**src/logic/connect_pkg.sv**
```systemverilog
package connect_pkg;

    ////////////////////////////////////////////////////////////
    // board geometry
    ////////////////////////////////////////////////////////////

    localparam int ROWS    = 7;
    localparam int COLS    = 7;
    localparam int BOARD_W = 2 * ROWS * COLS;

    // player select for plane extraction
    localparam logic PLAYER_AI  = 1'b0;
    localparam logic PLAYER_OPP = 1'b1;

    // two bits per cell, computer stone in the low bit
    typedef struct packed {
        logic opp;
        logic ai;
    } cell_t;

    // row 0 is the bottom row, column 0 the left edge
    typedef union packed {
        logic [BOARD_W-1:0]                flat;
        cell_t [ROWS-1:0][COLS-1:0]        cells;
    } board_u;

    typedef logic [ROWS-1:0][COLS-1:0] plane_t;

    typedef struct packed {
        logic [2:0] row;
        logic [2:0] col;
    } pos_t;

    typedef struct packed {
        board_u board;
        pos_t   ai_pos;
        pos_t   opp_pos;
    } eval_req_t;

    ////////////////////////////////////////////////////////////
    // results and scoring
    ////////////////////////////////////////////////////////////

    // up to 10 threes through one stone
    localparam int THREE_W = 4;
    localparam int SCORE_W = 9;

    typedef struct packed {
        logic               valid;
        logic [2:0]         col;
        logic               four;
        logic [THREE_W-1:0] threes;
    } line_stats_t;

    typedef logic [SCORE_W-1:0] score_t;

    localparam score_t WIN_SCORE    = 9'd511;
    localparam score_t LOSS_SCORE   = 9'd0;
    localparam score_t BASE_SCORE   = 9'd200;
    localparam score_t THREE_WEIGHT = 9'd10;

    // pull one player's stones out of the cell grid
    function automatic plane_t player_plane(
        input board_u board,
        input logic   sel
    );
        plane_t plane;
        for (int r = 0; r < ROWS; r++)
        begin
            for (int c = 0; c < COLS; c++)
            begin
                if (sel == PLAYER_OPP)
                    plane[r][c] = board.cells[r][c].opp;
                else
                    plane[r][c] = board.cells[r][c].ai;
            end
        end
        return plane;
    endfunction

endpackage

```
**src/logic/line_scan.sv**
```systemverilog
`timescale 1ns/1ps

module line_scan
    import connect_pkg::*;
(
    input  logic        clk,
    input  logic        arst_n,
    input  logic        in_valid,
    input  plane_t      plane,
    input  pos_t        pos,
    output line_stats_t stats
);

    ////////////////////////////////////////////////////////////
    // window test
    ////////////////////////////////////////////////////////////

    // len cells starting at pos + start*dir, every one on the board and set
    function automatic logic window_hit(
        input plane_t pl,
        input int     row,
        input int     col,
        input int     dr,
        input int     dc,
        input int     start,
        input int     len
    );
        int   r;
        int   c;
        logic hit;
        hit = 1'b1;
        for (int i = 0; i < 4; i++)
        begin
            if (i < len)
            begin
                r = row + (start + i) * dr;
                c = col + (start + i) * dc;
                // off-board cells kill the window, no row wrap
                if (r < 0 || r >= ROWS || c < 0 || c >= COLS)
                    hit = 1'b0;
                else if (!pl[r][c])
                    hit = 1'b0;
            end
        end
        return hit;
    endfunction

    int                 stone_row;
    int                 stone_col;

    // one bit per window, index k = stone offset from window start
    logic [3:0]         horiz4;
    logic [3:0]         rise4;
    logic [3:0]         fall4;
    logic               vert4;
    logic [2:0]         horiz3;
    logic [2:0]         rise3;
    logic [2:0]         fall3;
    logic               vert3;

    logic [9:0]         three_hits;
    logic               four_c;
    logic [THREE_W-1:0] threes_c;

    logic               valid_q;
    logic [2:0]         col_q;
    logic               four_q;
    logic [THREE_W-1:0] threes_q;

    assign stone_row = int'(pos.row);
    assign stone_col = int'(pos.col);

    ////////////////////////////////////////////////////////////
    // fours
    ////////////////////////////////////////////////////////////

    always_comb
    begin
        for (int k = 0; k < 4; k++)
        begin
            horiz4[k] = window_hit(plane, stone_row, stone_col, 0, 1, -k, 4);
            rise4[k]  = window_hit(plane, stone_row, stone_col, 1, 1, -k, 4);
            fall4[k]  = window_hit(plane, stone_row, stone_col, -1, 1, -k, 4);
        end
        // newest stone is on top of its column, so only look down
        vert4 = window_hit(plane, stone_row, stone_col, -1, 0, 0, 4);
    end

    assign four_c = (|horiz4) | (|rise4) | (|fall4) | vert4;

    ////////////////////////////////////////////////////////////
    // threes
    ////////////////////////////////////////////////////////////

    always_comb
    begin
        for (int k = 0; k < 3; k++)
        begin
            horiz3[k] = window_hit(plane, stone_row, stone_col, 0, 1, -k, 3);
            rise3[k]  = window_hit(plane, stone_row, stone_col, 1, 1, -k, 3);
            fall3[k]  = window_hit(plane, stone_row, stone_col, -1, 1, -k, 3);
        end
        vert3 = window_hit(plane, stone_row, stone_col, -1, 0, 0, 3);
    end

    assign three_hits = {vert3, fall3, rise3, horiz3};

    always_comb
    begin
        threes_c = '0;
        for (int i = 0; i < $bits(three_hits); i++)
            threes_c = threes_c + THREE_W'(three_hits[i]);
    end

    ////////////////////////////////////////////////////////////
    // stage 1 register
    ////////////////////////////////////////////////////////////

    always_ff @(posedge clk or negedge arst_n)
    begin
        if (!arst_n)
        begin
            valid_q <= 1'b0;
        end
        else
        begin
            valid_q <= in_valid;
        end
    end

    always_ff @(posedge clk)
    begin
        if (in_valid)
        begin
            col_q    <= pos.col;
            four_q   <= four_c;
            threes_q <= threes_c;
        end
    end

    assign stats = '{valid: valid_q, col: col_q, four: four_q, threes: threes_q};

endmodule

```
**src/logic/move_scorer.sv**
```systemverilog
`timescale 1ns/1ps

module move_scorer
    import connect_pkg::*;
(
    input  logic        clk,
    input  logic        arst_n,
    input  line_stats_t ai_stats,
    input  line_stats_t opp_stats,
    output logic        out_valid,
    output score_t      score
);

    logic [2:0] edge_dist;
    score_t     centre_w;
    score_t     ai_bonus;
    score_t     opp_bonus;
    score_t     score_c;

    // distance of the computer's column to the nearer side
    always_comb
    begin
        if (ai_stats.col > 3'(COLS / 2))
            edge_dist = 3'(COLS - 1) - ai_stats.col;
        else
            edge_dist = ai_stats.col;
    end

    // 2*dist + 1 gives 1,3,5,7,5,3,1
    assign centre_w  = score_t'({edge_dist, 1'b1});
    assign ai_bonus  = THREE_WEIGHT * score_t'(ai_stats.threes);
    assign opp_bonus = THREE_WEIGHT * score_t'(opp_stats.threes);

    // mixed sum stays in 101..307, never wraps
    always_comb
    begin
        if (ai_stats.four)
            score_c = WIN_SCORE;
        else if (opp_stats.four)
            score_c = LOSS_SCORE;
        else
            score_c = BASE_SCORE + ai_bonus + centre_w - opp_bonus;
    end

    always_ff @(posedge clk or negedge arst_n)
    begin
        if (!arst_n)
        begin
            out_valid <= 1'b0;
            score     <= '0;
        end
        else
        begin
            out_valid <= ai_stats.valid;
            if (ai_stats.valid)
                score <= score_c;
        end
    end

endmodule

```
**src/logic/connect_eval_top.sv**
```systemverilog
`timescale 1ns/1ps

module connect_eval_top
    import connect_pkg::*;
(
    input  logic      clk,
    input  logic      arst_n,
    input  logic      in_valid,
    input  eval_req_t req,
    output logic      out_valid,
    output score_t    score
);

    plane_t      ai_plane;
    plane_t      opp_plane;
    line_stats_t ai_stats;
    line_stats_t opp_stats;

    // split the shared board into one plane per player
    assign ai_plane  = player_plane(req.board, PLAYER_AI);
    assign opp_plane = player_plane(req.board, PLAYER_OPP);

    line_scan u_ai_scan (
        .clk      (clk),
        .arst_n   (arst_n),
        .in_valid (in_valid),
        .plane    (ai_plane),
        .pos      (req.ai_pos),
        .stats    (ai_stats)
    );

    line_scan u_opp_scan (
        .clk      (clk),
        .arst_n   (arst_n),
        .in_valid (in_valid),
        .plane    (opp_plane),
        .pos      (req.opp_pos),
        .stats    (opp_stats)
    );

    // valid and column come from the computer side only
    move_scorer u_scorer (
        .clk       (clk),
        .arst_n    (arst_n),
        .ai_stats  (ai_stats),
        .opp_stats (opp_stats),
        .out_valid (out_valid),
        .score     (score)
    );

endmodule

```
**config.mk**
```make
export PLATFORM = sky130hd
export DESIGN_NAME = connect_eval_top
export DESIGN_NICKNAME = d
export VERILOG_FILES = /design/src/logic/connect_pkg.sv /design/src/logic/line_scan.sv /design/src/logic/move_scorer.sv /design/src/logic/connect_eval_top.sv
export SDC_FILE = /design/constraint.sdc
export NUM_CORES = 1
export LEC_CHECK = 0
export BUFFER_PORTS_ARGS = -buffer_cell sky130_fd_sc_hd__buf_2
export CAP_MARGIN = 20
export CORE_MARGIN = 10
export CORE_UTILIZATION = 25
export DETAILED_ROUTE_END_ITERATION = 12
export GPL_ROUTABILITY_DRIVEN = 1
export GPL_TIMING_DRIVEN = 0
export PLACE_DENSITY_LB_ADDON = 0.2
export SYNTH_ARGS = -nofsm -noshare
export SYNTH_HDL_FRONTEND = slang
export SYNTH_SLANG_ARGS = --single-unit
export TNS_END_PERCENT = 30
```
**constraint.sdc**
```tcl
create_clock -name clk -period 4.09 [get_ports clk]
set_input_delay 1.0225 -clock clk [delete_from_list [all_inputs] [get_ports clk]]
set_output_delay 1.0225 -clock clk [all_outputs]
set_load 0.005 [all_outputs]
```
==> impl_metrics.env <==
export IMPL_critPathCaptureType="flip-flop"
export IMPL_synth_flop_cell="edfxtp_1"
export IMPL_root_buffer="clkbuf_16"
export IMPL_grt_max_degree=15
export IMPL_slowest_delay_ns=0.54
export IMPL_crit_fanout=6
export IMPL_crit_path_frequent_cell="buf_12"
export IMPL_clock_latency_ns=0.26
export IMPL_fin_util=0.317
export IMPL_period_needed_ns=6.32
export IMPL_seq_power_share=0.115
export IMPL_powerDensity_nw_per_um2=222
export IMPL_synth_edf_count=13
export IMPL_layout_nets=1573
export IMPL_drive_gt1_frac=0.332
export IMPL_die_w_microns=220
export IMPL_dp_hpwl_microns=36000
export IMPL_clk_pin_slew_ns=0.06
export IMPL_viasPerCell=5.83
export IMPL_antenna_left=0
export IMPL_worstPathRequired_ns=4.11
export IMPL_fin_crit_sh=1.55
export IMPL_n_fill_cell=4246
export IMPL_p_comb_frac=0.802
export IMPL_slew_limit_headroom=0.401
export IMPL_violations="setup timing"
export IMPL_io_buffers=122
export IMPL_ys_ff_latch=24
export IMPL_setup_viol=10
export IMPL_cts_buffer_depth=2
export IMPL_dp_cells=1826
export IMPL_syn_area_sq_um=10000
export IMPL_diodes=0
export IMPL_antenna_found_initial=2
export IMPL_cts_tree="built"
export IMPL_regArea_sq_um=666
export IMPL_crit_slowest_cell="fa_1"
export IMPL_intPower_uw=1430
export IMPL_synth_top_area_cell="mux4_2"
export IMPL_finalHoldViolCount=0
export IMPL_critical_path_top_delay_family="adder cells"
export IMPL_dr_pass1_iters=7
export IMPL_path_buf_inv=9
export IMPL_cp_cell_sequence="buf_8 -> buf_12 -> inv_8 -> buf_12 -> buf_12 -> clkbuf_16 -> ha_4 -> buf_12 -> buf_4 -> mux2_2 -> mux4_2 -> a31oi_1 -> o32ai_2 -> a211o_1 -> nand2_1 -> or3_4 -> fa_1 -> fa_1 -> fa_1 -> fa_2 -> fa_2 -> inv_2"
export IMPL_critPathKind="in -> reg"
export IMPL_syn_nets=1400
export IMPL_power_switching_uw=1360
export IMPL_seq_area_frac_synth=0.0663
export IMPL_yosysMostFrequentCell="mux2i_1"
export IMPL_drv_slew=0
export IMPL_die_y_microns=220
export IMPL_syn_area_per_cell_sq_um=8.51
export IMPL_grt_pass1_vias=10666
export IMPL_worst_slack_ns=-2.23
export IMPL_multi_input_area_sq_um=9070
export IMPL_hold_class="reg -> reg"
export IMPL_async_flop_share=0.458
export IMPL_grt_ovfl_total=0
export IMPL_initial_utilization=0.253
export IMPL_ir_drop_v=0.000247
export IMPL_layout_area_overhead_vs_synth_pct=25.7
export IMPL_grt_pass1_wl_microns=67900
export IMPL_worstSetupStartpointType="input pin"
export IMPL_status="finished, violations left"
export IMPL_synth_top_cell_area_share=0.139
export IMPL_pwr_share_clk=0.083
export IMPL_syn_inst=1179
export IMPL_clock_skew_final_ns=0.00301
export IMPL_cp_arrival_ns=6.34
export IMPL_h_tree_depth=1
export IMPL_rsz0062_at_grt="yes"
export IMPL_drtIter0Drc=1161
export IMPL_routed_wl_microns=45200
export IMPL_p_leak_uw=0.00537
export IMPL_dieArea_sq_um=48600
export IMPL_post_drt_wl_per_cell_microns=24.1
export IMPL_cts_hold_buf=0
export IMPL_cap_violations=0
export IMPL_yosys_warnings=0
export IMPL_tightest_slew_ns=0.898
export IMPL_track_usage=0.178
export IMPL_sw_frac_of_total=0.488
export IMPL_io_pins=123
export IMPL_route_detailed_drc=0
export IMPL_core_area_sq_um=39700
export IMPL_row_count=73
export IMPL_cts_made_buffers=3
export IMPL_synth_area_top_cells="mux4_2, mux2i_1, ha_1, mux2_2, edfxtp_1"
export IMPL_max_freq_ghz=0.158
export IMPL_synth_distinct_cells=75
export IMPL_via_count=10940
export IMPL_synth_common_cells="mux2i_1, nand2_1, ha_1"
export IMPL_gp_congestion=0.972
export IMPL_fin_cells=1876
export IMPL_cts_sinks=24
[metal layers]
metal  share of wire  global-route usage  wire length [microns]  vias up
met5         0.00018                   0                      8        -
met3           0.065              0.0150                   2930       62
met4           0.021              0.0345                    952        2
met2            0.47               0.288                  21200      516
li1                -                   -                      -     4897
met1            0.44               0.254                  20100     5463
[area by class of cell]
class | instances | area share
plain buffers | 82 | 0.0574
clock buffers | 4 | 0.00704
inverters | 77 | 0.0270
multi-input cells | 993 | 0.719
flip-flops and latches | 24 | 0.0528
well taps | 525 | 0.0521
repair buffers | 171 | 0.0844
[power by group through the flow]
stage / Combinational, uW / Sequential, uW / Clock, uW
after floorplan: 1350 / 326 / 0
after global placement: 1990 / 327 / 0
after detailed placement: 1980 / 328 / 0
after CTS: 2170 / 323 / 239
after global routing: 2430 / 328 / 250
final: 2240 / 321 / 232
[path summary, 6_finish.rpt]
| path | start | endpoint | slack, ns | depth (start not counted) |
|---|---|---|---|---|
| hold / removal | u_ai_scan.valid_q | u_scorer.out_valid | 0.38 | 0 |
| setup reg to reg | u_ai_scan.col_q[0] | u_scorer.score[8] | 0.65 | 16 |
| max in group asynchronous | arst_n | u_scorer.score[2] | 3.27 | 1 |
| hold reg to reg | u_ai_scan.valid_q | u_scorer.out_valid | 0.38 | 0 |
| setup / recovery | req[3] | u_opp_scan.threes_q[1] | -2.23 | 22 |
| min in group asynchronous | arst_n | u_scorer.score[0] | 0.62 | 1 |
[cell families after synthesis]
logic type,Yosys count,share of synthesized area
fa+ha+maj,108,0.147
mux,242,0.333
compound gates,315,0.222
simple gates,316,0.151
xor+xnor,12,0.0105
flops,24,0.0663
buf+inv,162,0.0702
[sequential cells by signal (all words and copies together) (netlist names)]
| register | cells |
|---|---|
| u_scorer.score | 9 |
| u_ai_scan.threes_q | 4 |
| u_opp_scan.threes_q | 4 |
| u_ai_scan.col_q | 3 |
| u_ai_scan.four_q | 1 |
| u_ai_scan.valid_q | 1 |
| u_opp_scan.four_q | 1 |
| u_scorer.out_valid | 1 |
[per-stage QoR]
stage | worst slack (ns) | power [uW] | hold slack [ns] | TNS [ns] | area [sq um]
2_1_floorplan | -2.32 | 1680 | 0.352 | -17.48 | 10200
3_5_place_dp | -3.49 | 2310 | 0.371 | -29.13 | 11400
5_1_grt | -2.34 | 3000 | 0.405 | -17.62 | 12600
3_3_place_gp | -3.53 | 2320 | 0.373 | -29.43 | 11400
6_report | -2.23 | 2790 | 0.383 | -16.42 | 12600
4_1_cts | -2.29 | 2730 | 0.387 | -16.49 | 12400
[cells in the final DEF, fill, tap and decap left out, types with 14 or more instances in the layout]
cell type,count
nand2_1,93
nand3_1,24
mux2i_1,122
nor2_1,73
o21ai_0,37
nor2b_1,22
a221o_1,19
a22oi_1,22
a221oi_1,14
clkbuf_1,19
ha_1,84
a21oi_1,65
buf_4,57
buf_12,14
inv_1,59
buf_2,126
mux2_2,49
nand2b_1,17
mux4_2,65
[timing repair]
action | in CTS | in global routing
buffers inserted | 35 | 12
resized for setup | 162 | 48
pin swaps | 33 | 23
setup endpoints to repair | 10 | 10
gates cloned | 2 | 0
(Power assumes the default switching activity.)
